<file path="config.mk">
export PLATFORM = sky130hd
export DESIGN_NAME = simd_lane_wb
export DESIGN_NICKNAME = d
export VERILOG_FILES = /design/src/verilog/simd_bus_pkg.sv /design/src/verilog/simd_lane_pkg.sv /design/src/verilog/simd_lane_wb.sv
export SDC_FILE = /design/constraint.sdc
export NUM_CORES = 1
export LEC_CHECK = 0
export BUFFER_PORTS_ARGS = -buffer_cell sky130_fd_sc_hd__buf_2
export CORE_MARGIN = 3
export CORE_UTILIZATION = 45
export DETAILED_ROUTE_END_ITERATION = 10
export PLACE_DENSITY = 0.73
export REMOVE_ABC_BUFFERS = 1
export SETUP_SLACK_MARGIN = 0.05
export SLEW_MARGIN = 20
export SYNTH_ARGS = -nofsm -noshare
export SYNTH_HDL_FRONTEND = slang
export SYNTH_SLANG_ARGS = --single-unit
</file>
<file path="constraint.sdc">
create_clock -name clk_i -period 5.4 [get_ports clk_i]
set_input_delay 0.27 -clock clk_i [delete_from_list [all_inputs] [get_ports clk_i]]
set_output_delay 0.27 -clock clk_i [all_outputs]
set_load 0.1 [all_outputs]
</file>
<file path="src/verilog/simd_bus_pkg.sv">
////////////////////
// Host bus definitions for the SIMD lane
// Register map and control/status bit positions
////////////////////

`default_nettype none

package simd_bus_pkg;

    typedef enum logic [2:0] {
        REG_OPA    = 3'd0,
        REG_OPB    = 3'd1,
        REG_OPC    = 3'd2,                      // Accumulate operand
        REG_CTRL   = 3'd3,
        REG_RESULT = 3'd4,
        REG_STATUS = 3'd5
    } reg_addr_e;

    localparam int CTRL_OP_LSB     = 0;         // Opcode in 3..0
    localparam int CTRL_SEW_LSB    = 4;         // SEW in 5..4
    localparam int CTRL_START_BIT  = 8;
    localparam int STATUS_DONE_BIT = 0;
    localparam int STATUS_BUSY_BIT = 1;
    localparam int STATUS_SAT_BIT  = 2;

endpackage

`default_nettype wire

</file>
<file path="src/verilog/simd_lane_pkg.sv">
////////////////////
// Vector arithmetic definitions for the SIMD lane
// Lane width, element width and operation encodings
////////////////////

`default_nettype none

package simd_lane_pkg;

    localparam int DATA_W = 64;                 // Lane width in bits

    // Selected element width
    typedef enum logic [1:0] {
        SEW_8  = 2'd0,
        SEW_16 = 2'd1,
        SEW_32 = 2'd2,
        SEW_64 = 2'd3
    } sew_e;

    // Lane operations, code 4'hF left free
    typedef enum logic [3:0] {
        OP_ADD   = 4'd0,
        OP_SUB   = 4'd1,
        OP_SADD  = 4'd2,                        // Signed saturating add
        OP_SADDU = 4'd3,                        // Unsigned saturating add
        OP_MIN   = 4'd4,
        OP_MAX   = 4'd5,
        OP_SLL   = 4'd6,
        OP_SRL   = 4'd7,
        OP_SRA   = 4'd8,
        OP_MUL   = 4'd9,                        // Low half product
        OP_MACC  = 4'd10,                       // Product plus opc
        OP_AND   = 4'd11,
        OP_OR    = 4'd12,
        OP_XOR   = 4'd13,
        OP_VID   = 4'd14                        // Element index
    } vec_op_e;

endpackage

`default_nettype wire
</file>
<file path="src/verilog/simd_lane_wb.sv">
////////////////////
// Wishbone classic slave for the SIMD lane
// Register file, operation sequencing, result capture
////////////////////

`timescale 1ns/1ps
`default_nettype none

module simd_lane_wb (
    input  wire                                 clk_i,
    input  wire                                 rstn_i,
    input  wire                                 wb_cyc_i,
    input  wire                                 wb_stb_i,
    input  wire                                 wb_we_i,
    input  wire [2:0]                           wb_adr_i,   // Word address
    input  wire [simd_lane_pkg::DATA_W-1:0]     wb_dat_i,
    output logic [simd_lane_pkg::DATA_W-1:0]    wb_dat_o,
    output logic                                wb_ack_o,
    output simd_lane_pkg::vec_op_e              op_o,
    output simd_lane_pkg::sew_e                 sew_o,
    output logic [simd_lane_pkg::DATA_W-1:0]    opa_o,
    output logic [simd_lane_pkg::DATA_W-1:0]    opb_o,
    output logic [simd_lane_pkg::DATA_W-1:0]    opc_o,
    input  wire [simd_lane_pkg::DATA_W-1:0]     result_i,
    input  wire                                 sat_i
);

typedef enum logic [1:0] {IDLE, WAIT_MUL1, WAIT_MUL2, CAPTURE} state_e;

state_e                           state_q;
simd_bus_pkg::reg_addr_e          addr;
simd_lane_pkg::vec_op_e           start_op;
logic [simd_lane_pkg::DATA_W-1:0] result_q;
logic                             busy_q, done_q, sat_q;
logic                             wr_en, start, start_mul;

assign addr      = simd_bus_pkg::reg_addr_e'(wb_adr_i);
assign wr_en     = wb_ack_o & wb_cyc_i & wb_stb_i & wb_we_i & ~busy_q;  // Writes land with ack
assign start     = wr_en & (addr == simd_bus_pkg::REG_CTRL) &
                   wb_dat_i[simd_bus_pkg::CTRL_START_BIT];
assign start_op  = simd_lane_pkg::vec_op_e'(wb_dat_i[simd_bus_pkg::CTRL_OP_LSB +: 4]);
assign start_mul = (start_op == simd_lane_pkg::OP_MUL) || (start_op == simd_lane_pkg::OP_MACC);

always_ff @(posedge clk_i, negedge rstn_i) begin
    if (~rstn_i) begin
        wb_ack_o <= 1'b0;
        opa_o    <= '0;
        opb_o    <= '0;
        opc_o    <= '0;
        op_o     <= simd_lane_pkg::OP_ADD;
        sew_o    <= simd_lane_pkg::SEW_8;
    end else begin
        wb_ack_o <= wb_cyc_i & wb_stb_i & ~wb_ack_o;    // Single cycle ack
        if (wr_en) begin
            case (addr)
                simd_bus_pkg::REG_OPA: opa_o <= wb_dat_i;
                simd_bus_pkg::REG_OPB: opb_o <= wb_dat_i;
                simd_bus_pkg::REG_OPC: opc_o <= wb_dat_i;
                simd_bus_pkg::REG_CTRL: begin
                    op_o  <= start_op;
                    sew_o <= simd_lane_pkg::sew_e'(wb_dat_i[simd_bus_pkg::CTRL_SEW_LSB +: 2]);
                end
                default: ;                              // Read-only or unmapped
            endcase
        end
    end
end

// Multiply ops wait for the product register and the staging register
always_ff @(posedge clk_i, negedge rstn_i) begin
    if (~rstn_i) begin
        state_q  <= IDLE;
        busy_q   <= 1'b0;
        done_q   <= 1'b0;
        sat_q    <= 1'b0;
        result_q <= '0;
    end else begin
        case (state_q)
            IDLE: begin
                if (start) begin
                    busy_q  <= 1'b1;
                    done_q  <= 1'b0;
                    state_q <= start_mul ? WAIT_MUL1 : CAPTURE;
                end
            end
            WAIT_MUL1: state_q <= WAIT_MUL2;
            WAIT_MUL2: state_q <= CAPTURE;
            default: begin                              // CAPTURE
                result_q <= result_i;
                sat_q    <= sat_i;
                done_q   <= 1'b1;
                busy_q   <= 1'b0;
                state_q  <= IDLE;
            end
        endcase
    end
end

always_comb begin
    wb_dat_o = '0;
    if (wb_ack_o) begin
        case (addr)
            simd_bus_pkg::REG_OPA:    wb_dat_o = opa_o;
            simd_bus_pkg::REG_OPB:    wb_dat_o = opb_o;
            simd_bus_pkg::REG_OPC:    wb_dat_o = opc_o;
            simd_bus_pkg::REG_CTRL: begin
                wb_dat_o[simd_bus_pkg::CTRL_OP_LSB +: 4]  = op_o;
                wb_dat_o[simd_bus_pkg::CTRL_SEW_LSB +: 2] = sew_o;
            end
            simd_bus_pkg::REG_RESULT: wb_dat_o = result_q;
            simd_bus_pkg::REG_STATUS: begin
                wb_dat_o[simd_bus_pkg::STATUS_DONE_BIT] = done_q;
                wb_dat_o[simd_bus_pkg::STATUS_BUSY_BIT] = busy_q;
                wb_dat_o[simd_bus_pkg::STATUS_SAT_BIT]  = sat_q;
            end
            default: ;                                  // Unmapped reads zero
        endcase
    end
end

endmodule

`default_nettype wire

</file>
* Word level (Yosys, flattened, before mapping) *
Cells that the tools add are included.

word-level totals
  register bits after elaboration = 268
  input port bits = 137
  output and inout port bits = 263
  logic and storage cells = 53

operators by class
  equal/unequal tests = 10
  multiplexer cells = 11
  bitwise logic cells = 11
  reduce and logical (&&, ||, !) cells = 10

operators with widths
  cell                count
  $pmux 58 s4         1
  $mux 64             1
  $pmux 3 s6          1
  $pmux 3 s5          1
  $reduce_and 2->1    5
  $and 1x1->1         8
  $eq 4x4->1 const B  2
  $eq 3x2->1 const B  2
  $eq 3x3->1 const B  2
  $pmux 2 s3          1
  $mux 2              2
  $pmux 1 s2          2
  $eq 3x1->1 const B  1
  $logic_not 3->1     1
  $not 1->1           3
  $reduce_or 3->1     1
  $eq 2x1->1 const B  1
  $eq 2x2->1 const B  1
  $logic_not 2->1     1
  $mux 1              2
  $ne 2x2->1 const B  1
  $reduce_or 2->1     1
  $logic_or 1x1->1    1

* Logic depth before layout (Yosys ltp) *
Gate-level depths: netlist of the first run.

  depth after elaboration = 8
  depth in mapped cells = 7
  gate-level depth less buffers = 5

* Worst setup path after synthesis of the first run *
OpenSTA, ideal clock, no wires.

  kind = reg2out
  start = register wb_ack_o
  end = output wb_dat_o[43] (netlist bit)
  data arrival time = 3,235 ps
  data required time = 5,130 ps
  setup slack = 1,895 ps
  stages on the path, launching flop included = 6
  buffers on the path = 2
  cells stage by stage = dfrtp_1 > nand2_1 > a21o_1 > buf_2 > buf_2 > a21oi_1

on the way
  cells in the longest elaborated chain, start to end = 1

RTL lines
  what                    RTL line             RTL
  start, declared         simd_lane_wb.sv:18   output logic wb_ack_o,
  start signal, assigned  simd_lane_wb.sv:53   wb_ack_o <= wb_cyc_i & wb_stb_i & ~wb_ack_o;
  $mux 64                 simd_lane_wb.sv:101  if (wb_ack_o) begin
  end, declared           simd_lane_wb.sv:17   output logic [simd_lane_pkg::DATA_W-1:0] wb_dat_o,

No other way between the ends.

* Worst setup path after layout of the first run *
  start = input wb_adr_i[0]
  end = output wb_dat_o[40] (netlist bit)

on the way
  cells in the longest elaborated chain, start to end = 3
  elaborated cells between the ends (all ways) = 6
  classes of those cells = eq/ne: 3; mux: 2; reduce/logical: 1

RTL lines
  what                                RTL line             RTL
  start, declared                     simd_lane_wb.sv:15   input wire [2:0] wb_adr_i,
  $eq 3x3->1 (tied with other cells)  simd_lane_wb.sv:102  case (addr)
  $pmux 58 s4 *                       simd_lane_wb.sv:102
  $mux 64 *                           simd_lane_wb.sv:101

Every way passes the cells marked *; elsewhere a longest branch is shown, timed or not.

==> run_results.csv, run 1 <==
group,metric,value,unit
run_status,outcome,"finished, final reports clean",
logic_synthesis,synth.distinct_cells,37,
clock_tree,cts.sinks,268,
floorplan,fp.dieH,167,um
sta,clock.fmax,0.302,GHz
setup_path,worst_path_largest_cell_delay,0.87,ns
clock_tree,cts_buffer_depth,3,
global_routing,grt_antenna_before_repair,0,
pwr,p_leak,8.41,nW
global_routing,globalRoute.busiestLayer,"met2",
setup_path,cp_data_arrival_time,3.04,ns
floorplan,core_area,25300,um^2
route,wl_per_cell,21.0,um
logic_synthesis,seq_area_frac_synth,57.8,%
placement,portBuffers,399,
global_routing,grt_usage,24.7,%
route,wirelength,35.5,mm
route,viasPerCell,5.62,
route,vias,9493,
global_routing,grtUsageMet3,5.60,%
clock_tree,post_cts_buffers,0,
setup_path,crit_chain,"buf_2 > nand2b_1 > nor2_4 > buf_4 > a22oi_1 > a21oi_1 > buf_2",
finish,fillers,1860,
route,drtAntennaViolNets,0,
logic_synthesis,ys_ff_latch,268,
placement,finalWeightedCongestion,0.827,
global_routing,met2_usage,42.9,%
floorplan,io_pins,400,
sta,setup_tns,0,ns
logic_synthesis,synthMuxAreaShare,26.3,%
logic_synthesis,synth-async-reset-ratio,100,%
placement,hpwl,22.4,mm
clock_tree,hold_buffers,125,
setup_path,critPathCaptureType,"output port",
logic_synthesis,synthAdderAreaFrac,0.324,%
setup_path,critPathRequiredTime,5.13,ns
route,drt_iter0_drc,629,
logic_synthesis,synthXorXnorAreaFrac,0.0755,%
setup_path,worst_path_dominant_cell_family,"buffers and inverters",
clock_tree,ctsRootBufferMaster,"clkbuf_16",
logic_synthesis,netlist_instances,838,
sta,rsz0062_at_grt,"no",
logic_synthesis,netlist_top_cells_area,"dfrtp_1 (58%), mux2_1 (17%), mux2_2 (8.2%)",
floorplan,fp.dieW,167,um
finish,stdcell_area,16200,um^2
global_routing,grt_pass1_wl,55.9,mm
global_routing,grt_pass1_vias,10300,
sta,setup_violations,0,
finish,area_growth,39.4,%
placement,place_area,13900,um^2
finish,nets,1482,
logic_synthesis,synth-edff-count,0,
logic_synthesis,synth-compound-area-share,11.2,%
logic_synthesis,syn_area,11600,um^2
sta,finalCriticalPeriod,3.31,ns
logic_synthesis,synth_top_family_by_area,"multiplexers",
pwr,p_per_area,410,nW/um^2
sta,skew,0.0195,ns
floorplan,fp.dieArea,27700,um^2
min_path,min_path_type,"primary input to flip-flop",
floorplan,num_rows,58,
clock_tree,insertion_delay,0.55,ns
setup_path,crit_type,"primary input to output port",
logic_synthesis,synthSimpleGateAreaFrac,1.87,%
placement,post-place-ws,2.03,ns
global_routing,grt_max_degree,154,
placement,numPlacedInstances,1515,
clock_tree,cts_tree,"yes",
flow_run,cap_viol_max_count,0,
logic_synthesis,synth_top_cell_area_share,57.8,%
clock_tree,cts_max_level,1,
setup_path,cp_max_fo,34,
setup_path,slowest_stage,"nor2_4",
logic_synthesis,synthFlopType,"dfrtp_1",
setup_path,crit_top_cell,"buf_2",
sta,max_slew_margin,26.0,%
sta,min_period_over_period,61.2,%
logic_synthesis,ys_warn_count,0,
clock_tree,clk_pin_slew,0.06,ns
global_routing,overflow,0,
sta,final.setup.worst_slack,2.09,ns
finish,stdcell_count,1689,
setup_path,start_kind,"primary input",
clock_tree,numCtsBuffers,29,
global_routing,gr-usage-met1,29.9,%
sta,hold_slack,0.0340,ns
sta,slew_viol_final,0,
floorplan,initial_core_util,45.9,%
pwr,ir_worst_vdd,0.375,mV
finish,fin_util,64.0,%
pwr,power,6.64,mW
route,drcViolationCount,0,
logic_synthesis,synth_largest_area_cell,"dfrtp_1",
finish,num_antenna_cells,0,
route,first_pass_iters,5,
finish,drive_gt1_share,40.5,%
sta,tightest_slew,1.11,ns
clock_tree,post_cts_resized,0,
setup_path,crit_buf_inv,3,
sta,hold_viol_final,0,
logic_synthesis,synth_area_per_cell,13.8,um^2
## sequential cells by signal, indices dropped and copies added, names as in the netlist
name / cells
opc_o: 64
sew_o: 2
op_o: 4
done_q: 1
opb_o: 64
state_q: 2
wb_ack_o: 1
sat_q: 1
opa_o: 64
result_q: 64
busy_q: 1
## cells by family (layout without fill, tap and decap cells)
| kind of cell | count (synthesis) | after routing |
|---|---|---|
| adders and majority gates | 3 | 3 |
| muxes | 271 | 271 |
| AOI/OAI and AO/OA | 196 | 196 |
| and+or+nand+nor | 36 | 36 |
| buffers and inverters | 63 | 584 |
| DFF | 268 | 268 |
| xor gates and xnor gates | 1 | 1 |
## cell usage after synthesis (2+ instances only)
master	number
and2_1	2
buf_2	29
mux2_2	84
clkbuf_1	29
nor3_2	2
nor2_1	8
mux2_1	180
a31oi_1	4
a21oi_1	64
ha_1	3
buf_1	2
nand2b_1	2
mux2i_1	6
a22oi_1	121
dfrtp_1	268
nand2_1	10
inv_1	3
o21ai_0	2
## power breakdown
| part | switching (mW) | internal [mW] | leakage, nW | total [mW] |
|---|---|---|---|---|
| logic | 1.29 | 0.614 | 4.38 | 1.90 |
| registers | 0.242 | 2.38 | 3.53 | 2.62 |
| clock network | 0.801 | 1.31 | 0.498 | 2.11 |
## cell type report
cell class	instances	area, um^2	area share, %
clock inverter	10	193	1.19
tap	330	413	2.55
inverter	3	11.3	0.0696
sequential	268	6710	41.5
multi-input combinational	507	4670	28.9
timing repair buffer	533	3350	20.7
clock buffer	38	830	5.13
## placed cells by master (no fill, tap or decap), types with 2 or more instances in the layout
master,n
dlygate4sd3_1,125
nor3_2,2
buf_2,398
a21oi_1,64
mux2i_1,6
a31oi_1,4
nor2_1,8
inv_1,3
dfrtp_1,268
ha_1,2
nand2_4,3
clkinv_4,2
inv_6,2
nand2_1,8
bufinv_16,5
nand2b_1,2
clkbuf_16,29
clkbuf_1,2
clkbuf_8,7
mux2_1,180
mux2_2,84
o21ai_0,2
buf_4,7
a22oi_1,121
buf_12,2
## per-layer routing
layer,up-vias,wire [um]
li1,4146,-
met1,4803,13800
met2,450,17400
met3,94,2870
met4,0,1350
met5,-,0
## worst reg2reg max path: cells and delay by family, from the launching register on
family           cells  cell delay (ns)
flip-flops           1             0.48
multiplexers         1             0.63
AND/OR/NAND/NOR      3             1.19
## final timing paths
check	start	endpoint	slack (ns)	cells after the start
max reg2reg	wb_ack_o$_DFF_PN0_	opb_o[19]$_DFFE_PN0P_	2.98	4
min in group asynchronous	rstn_i	result_q[50]$_DFFE_PN0N_	0.34	2
min	wb_dat_i[62]	opa_o[62]$_DFFE_PN0P_	0.03	2
max	wb_adr_i[0]	wb_dat_o[40]	2.09	7
min reg2reg	result_q[36]$_DFFE_PN0N_	result_q[36]$_DFFE_PN0N_	0.51	1
max in group asynchronous	rstn_i	opc_o[62]$_DFFE_PN0P_	3.77	3
(Power assumes the default switching activity.)
==> inputs of run 2 (changes only) <==
ABC_AREA = 1   (was default)
PLACE_DENSITY = 0.72   (was 0.73)
clock period = 3.2 ns   (was 5.4 ns; I/O delays follow)
==> run_results.csv, run 2 <==
group,metric,value,unit
logic_synthesis,ys_top_cells_by_count,"nand2_1 (546), dfrtp_1 (268), o21ai_1 (167)",
sta,final.setup.worst_slack,0.755,ns
floorplan,initial_core_util,46.0,%
setup_path,crit_type,"flip-flop to output port",
logic_synthesis,synth-edff-count,0,
global_routing,grt_pass1_vias,12200,
logic_synthesis,synth_top_cell_area_share,55.6,%
floorplan,fp.dieW,170,um
setup_path,cp_max_fo,35,
route,drcViolationCount,0,
route,viasPerCell,5.13,
logic_synthesis,ys_warn_count,0,
placement,portBuffers,399,
route,vias,12200,
logic_synthesis,synth.distinct_cells,22,
global_routing,grt_usage,27.4,%
flow_run,cap_viol_max_count,0,
placement,hpwl,26.5,mm
route,first_pass_iters,5,
sta,max_slew_margin,38.5,%
logic_synthesis,ys_ff_latch,268,
global_routing,grt_antenna_before_repair,0,
logic_synthesis,synthFlopType,"dfrtp_1",
sta,setup_violations,0,
setup_path,start_kind,"flip-flop",
setup_path,critPathRequiredTime,3.04,ns
floorplan,num_rows,59,
sta,finalCriticalPeriod,2.45,ns
finish,final_cell_mix,"nand2_1 (543), buf_2 (398), dfrtp_1 (268), o21ai_1 (167), o21ai_0 (158)",
route,drt_iter0_drc,884,
sta,setup_tns,0,ns
global_routing,grt_max_degree,102,
pwr,p_per_area,694,nW/um^2
floorplan,fp.dieArea,28800,um^2
placement,numPlacedInstances,2190,
logic_synthesis,netlist_instances,1525,
logic_synthesis,synth_largest_area_cell,"dfrtp_1",
sta,rsz0062_at_grt,"no",
placement,post-place-ws,0.915,ns
route,wl_per_cell,16.8,um
route,wirelength,40.0,mm
run_status,outcome,"finished, final reports clean",
sta,min_period_over_period,76.4,%
clock_tree,cts_buffer_depth,3,
clock_tree,cts_tree,"yes",
logic_synthesis,netlist_top_cells_area,"dfrtp_1 (56%), nand2_1 (17%), o21ai_1 (6.9%)",
clock_tree,insertion_delay,0.53,ns
sta,skew,0.00991,ns
clock_tree,clk_pin_slew,0.06,ns
floorplan,fp.dieH,170,um
finish,stdcell_count,2374,
clock_tree,cts.sinks,268,
placement,finalWeightedCongestion,0.930,
pwr,p_leak,8.99,nW
setup_path,critPathCaptureType,"output port",
global_routing,overflow,0,
clock_tree,cts_max_level,1,
finish,layout.cells.most_common,"nand2_1",
setup_path,cp_data_arrival_time,2.29,ns
clock_tree,numCtsBuffers,28,
min_path,min_path_type,"primary input to flip-flop",
floorplan,core_area,26200,um^2
route,drtAntennaViolNets,0,
sta,clock.fmax,0.409,GHz
sta,tightest_slew,0.923,ns
logic_synthesis,synth-async-reset-ratio,100,%
clock_tree,ctsRootBufferMaster,"clkbuf_16",
sta,slew_viol_final,0,
logic_synthesis,synth.most_common_cell,"nand2_1",
logic_synthesis,synth_area_per_cell,7.91,um^2
logic_synthesis,syn_area,12100,um^2
sta,hold_viol_final,0,
finish,nets,2157,
clock_tree,post_cts_resized,0,
finish,area_growth,38.2,%
global_routing,grt_pass1_wl,63.5,mm
logic_synthesis,seq_area_frac_synth,55.6,%
finish,drive_gt1_share,23.7,%
finish,num_antenna_cells,0,
pwr,ir_worst_vdd,0.538,mV
floorplan,io_pins,400,
-- run 2: cell count changes after synthesis, sizes merged, moves of 3 or more --
cell / delta
a21oi: -61
nand4: +3
inv: +135
nand2: +536
a22oi: -121
a31oi: -3
nand3: +11
mux2i: -6
nor2: +123
mux2: -264
o21ai: +323
buf: +31
-- run 2: logic make-up after synthesis --
group / synth area share (%)
buffers and inverters: 8.42
AND/OR/NAND/NOR: 22.0
adder cells (fa/ha/maj): 0.311
AO/OA/AOI/OAI: 13.7
flip-flops: 55.6
-- run 2: path summary, 6_finish.rpt --
check,from,end,slack (ns),depth (start not counted)
worst min-delay path,wb_stb_i,state_q[0]$_DFFE_PN0P_,0.17,5
worst min register to register,sat_q$_DFFE_PN0N_,sat_q$_DFFE_PN0N_,0.48,2
max in group asynchronous,rstn_i,opb_o[43]$_DFFE_PN0P_,2.11,3
min in group asynchronous,rstn_i,result_q[58]$_DFFE_PN0N_,0.27,2
worst max-delay path,wb_ack_o$_DFF_PN0_,wb_dat_o[17],0.75,4
worst max register to register,busy_q$_DFFE_PN0P_,opb_o[59]$_DFFE_PN0P_,0.82,7
-- run 2: through the flow --
stage	area (um^2)	utilization, %	total power [mW]	hold slack (ns)
6_report	16700	63.6	11.6	0.167
4_1_cts	16700	63.6	11.6	0.135
3_3_place_gp	14300	54.5	7.75	0.265
5_1_grt	16700	63.6	12.1	0.183
3_5_place_dp	14300	54.5	7.81	0.263
2_1_floorplan	11600	-	6.93	-0.136
-- run 2: area by class of cell --
type | instances | area [um^2]
clock buffers | 35 | 778
clock inverters | 17 | 278
fillers | 2161 | 9540
inverters | 138 | 518
multi-input cells | 1027 | 4400
flip-flops and latches | 268 | 6710
well taps | 335 | 419
repair buffers | 554 | 3580
-- run 2: critical path: stages, from the launching register on --
cell	delay, ns
dfrtp_1	0.42
inv_2	0.54
buf_12	0.33
nor2_1	0.11
buf_2	0.31
-- run 2: power breakdown --
part	switching [mW]	leakage (nW)	internal, mW
Sequential	0.323	3.59	4.02
Clock	1.37	0.518	2.29
Combinational	2.81	4.89	0.757
Total	4.50	8.99	7.07
-- run 2: what timing repair did --
action / in CTS / in global routing
endpoints found under the hold margin: 361 / 0
setup buffers: 0 / 0
hold buffers: 132 / 0
-- run 2: metal layers --
layer | share of wire, % | track usage [%] | wire (um)
met4 | 4.5 | 11.6 | 1790
met1 | 40 | 34.4 | 15900
met2 | 48 | 46.5 | 19200
met3 | 7.9 | 5.22 | 3170
met5 | 0 | 0 | 0
==> inputs of run 3 (changes only) <==
PLACE_DENSITY = 0.75   (was 0.72)
clock period = 2 ns   (was 3.2 ns; I/O delays follow)
==> run_results.csv, run 3 (same netlist as run 2, synthesis figures left out) <==
group,metric,value,unit
run_status,outcome,"finished, final reports clean",
global_routing,overflow,0,
setup_path,critPathRequiredTime,1.90,ns
clock_tree,cts_buffer_depth,3,
route,drtAntennaViolNets,0,
route,viasPerCell,5.32,
setup_path,crit_type,"flip-flop to output port",
sta,min_period_over_period,92.6,%
placement,place_area,15500,um^2
pwr,power,18.3,mW
sta,skew,0.0123,ns
setup_path,start_kind,"flip-flop",
finish,layout.cells.most_common,"nand2_1",
setup_path,critPathCaptureType,"output port",
placement,hpwl,27.9,mm
floorplan,fp.dieW,170,um
setup_path,cp_data_arrival_time,1.75,ns
sta,clock.fmax,0.540,GHz
finish,stdcell_count,2385,
floorplan,io_pins,400,
floorplan,num_rows,59,
global_routing,grt_antenna_before_repair,2,
route,wl_per_cell,17.7,um
placement,numPlacedInstances,2199,
setup_path,crit_chain,"nand4_1 > o21ai_0 > nor2_1 > a21oi_1 > buf_12",
sta,hold_slack,0.102,ns
sta,finalCriticalPeriod,1.85,ns
sta,setup_violations,0,
pwr,ir_worst_vdd,0.743,mV
clock_tree,cts_tree,"yes",
sta,tightest_slew,0.668,ns
floorplan,core_area,26200,um^2
floorplan,initial_core_util,46.0,%
clock_tree,clk_pin_slew,0.06,ns
global_routing,grt_pass1_vias,12600,
global_routing,grt_usage,28.7,%
flow_run,cap_viol_max_count,0,
setup_path,worst_path_largest_cell_delay,0.36,ns
pwr,p_leak,9.24,nW
placement,portBuffers,399,
sta,hold_viol_final,0,
min_path,min_path_type,"primary input to flip-flop",
route,vias,12700,
clock_tree,ctsRootBufferMaster,"clkbuf_16",
global_routing,grt_max_degree,129,
clock_tree,numCtsBuffers,28,
sta,max_slew_margin,55.5,%
setup_path,slowest_stage,"dfrtp_1",
route,wirelength,42.3,mm
floorplan,fp.dieH,170,um
pwr,p_per_area,1030,nW/um^2
clock_tree,insertion_delay,0.53,ns
route,drt_iter0_drc,1059,
finish,stdcell_area,17800,um^2
sta,rsz0062_at_grt,"no",
placement,finalWeightedCongestion,0.945,
route,drcViolationCount,0,
clock_tree,post_cts_buffers,0,
finish,nets,2166,
finish,fin_util,67.9,%
finish,final_cell_mix,"nand2_1 (543), buf_2 (334), dfrtp_1 (267), o21ai_1 (167), o21ai_0 (158)",
route,first_pass_iters,5,
finish,area_growth,47.6,%
clock_tree,cts.sinks,268,
floorplan,fp.dieArea,28800,um^2
sta,slew_viol_final,0,
finish,drive_gt1_share,24.3,%
global_routing,grt_pass1_wl,66.6,mm
setup_path,cp_max_fo,2,
clock_tree,cts_max_level,1,
[run 3: cell count changes in the layout (fill, tap and decap cells not counted), sizes merged]
cell / before / now
clkbuf: 35 / 41
diode: 0 / 2
inv: 139 / 138
clkinv: 8 / 9
clkinvlp: 1 / 0
buf: 422 / 431
bufinv: 7 / 2
[run 3: report_power, final]
| group | internal (mW) | leakage [nW] | switching (mW) |
|---|---|---|---|
| sequential | 6.44 | 3.58 | 0.539 |
| combinational | 1.38 | 5.16 | 4.57 |
| clock | 3.26 | 0.495 | 2.11 |
[run 3: critical path, delay by kind of cell, from the launching register on]
family	cells	cell delay (ns)
AOI/OAI and AO/OA	2	0.44
buffers and inverters	1	0.23
DFF	1	0.36
and+or+nand+nor	2	0.19
[run 3: layout make-up]
type	count	area (um^2)
fillers	1979	8400
clock buffers	41	871
multi-input cells	1027	4410
repair buffers	563	4770
flip-flops and latches	268	6710
diodes	2	5.00
well taps	335	419
clock inverters	11	105
inverters	138	523
[run 3: worst paths after layout]
check,cells past startpoint,to,start,slack (ns)
min in group asynchronous,2,opb_o[12]$_DFFE_PN0P_,rstn_i,0.14
worst max register to register,7,opc_o[15]$_DFFE_PN0P_,busy_q$_DFFE_PN0P_,0.17
max in group asynchronous,3,opb_o[13]$_DFFE_PN0P_,rstn_i,1.11
worst max-delay path,5,wb_dat_o[0],done_q$_DFFE_PN0P_,0.15
worst min-delay path,5,state_q[0]$_DFFE_PN0P_,wb_we_i,0.10
worst min register to register,2,done_q$_DFFE_PN0P_,done_q$_DFFE_PN0P_,0.50
[run 3: metal layers]
layer	global-route usage, %	wire length (um)	vias up
met4	13.8	2230	0
met3	5.52	3830	159
met1	35.7	15900	5947
li1	-	-	5765
met2	48.3	20300	818
met5	0	0	-
[run 3: through the flow]
stage	setup WS, ns	TNS [ns]
after floorplan	-3.37	-753.48
after global placement	0.240	0
after detailed placement	0.214	0
after CTS	0.0761	0
after global routing	0.0580	0
final	0.148	0
[run 3: timing repair]
action,CTS,global route
pin swaps,0,0
endpoints found under the setup margin,49,34
gates resized for setup,2,6
gates cloned,0,0
endpoints found under the hold margin,333,0
hold buffers,132,0
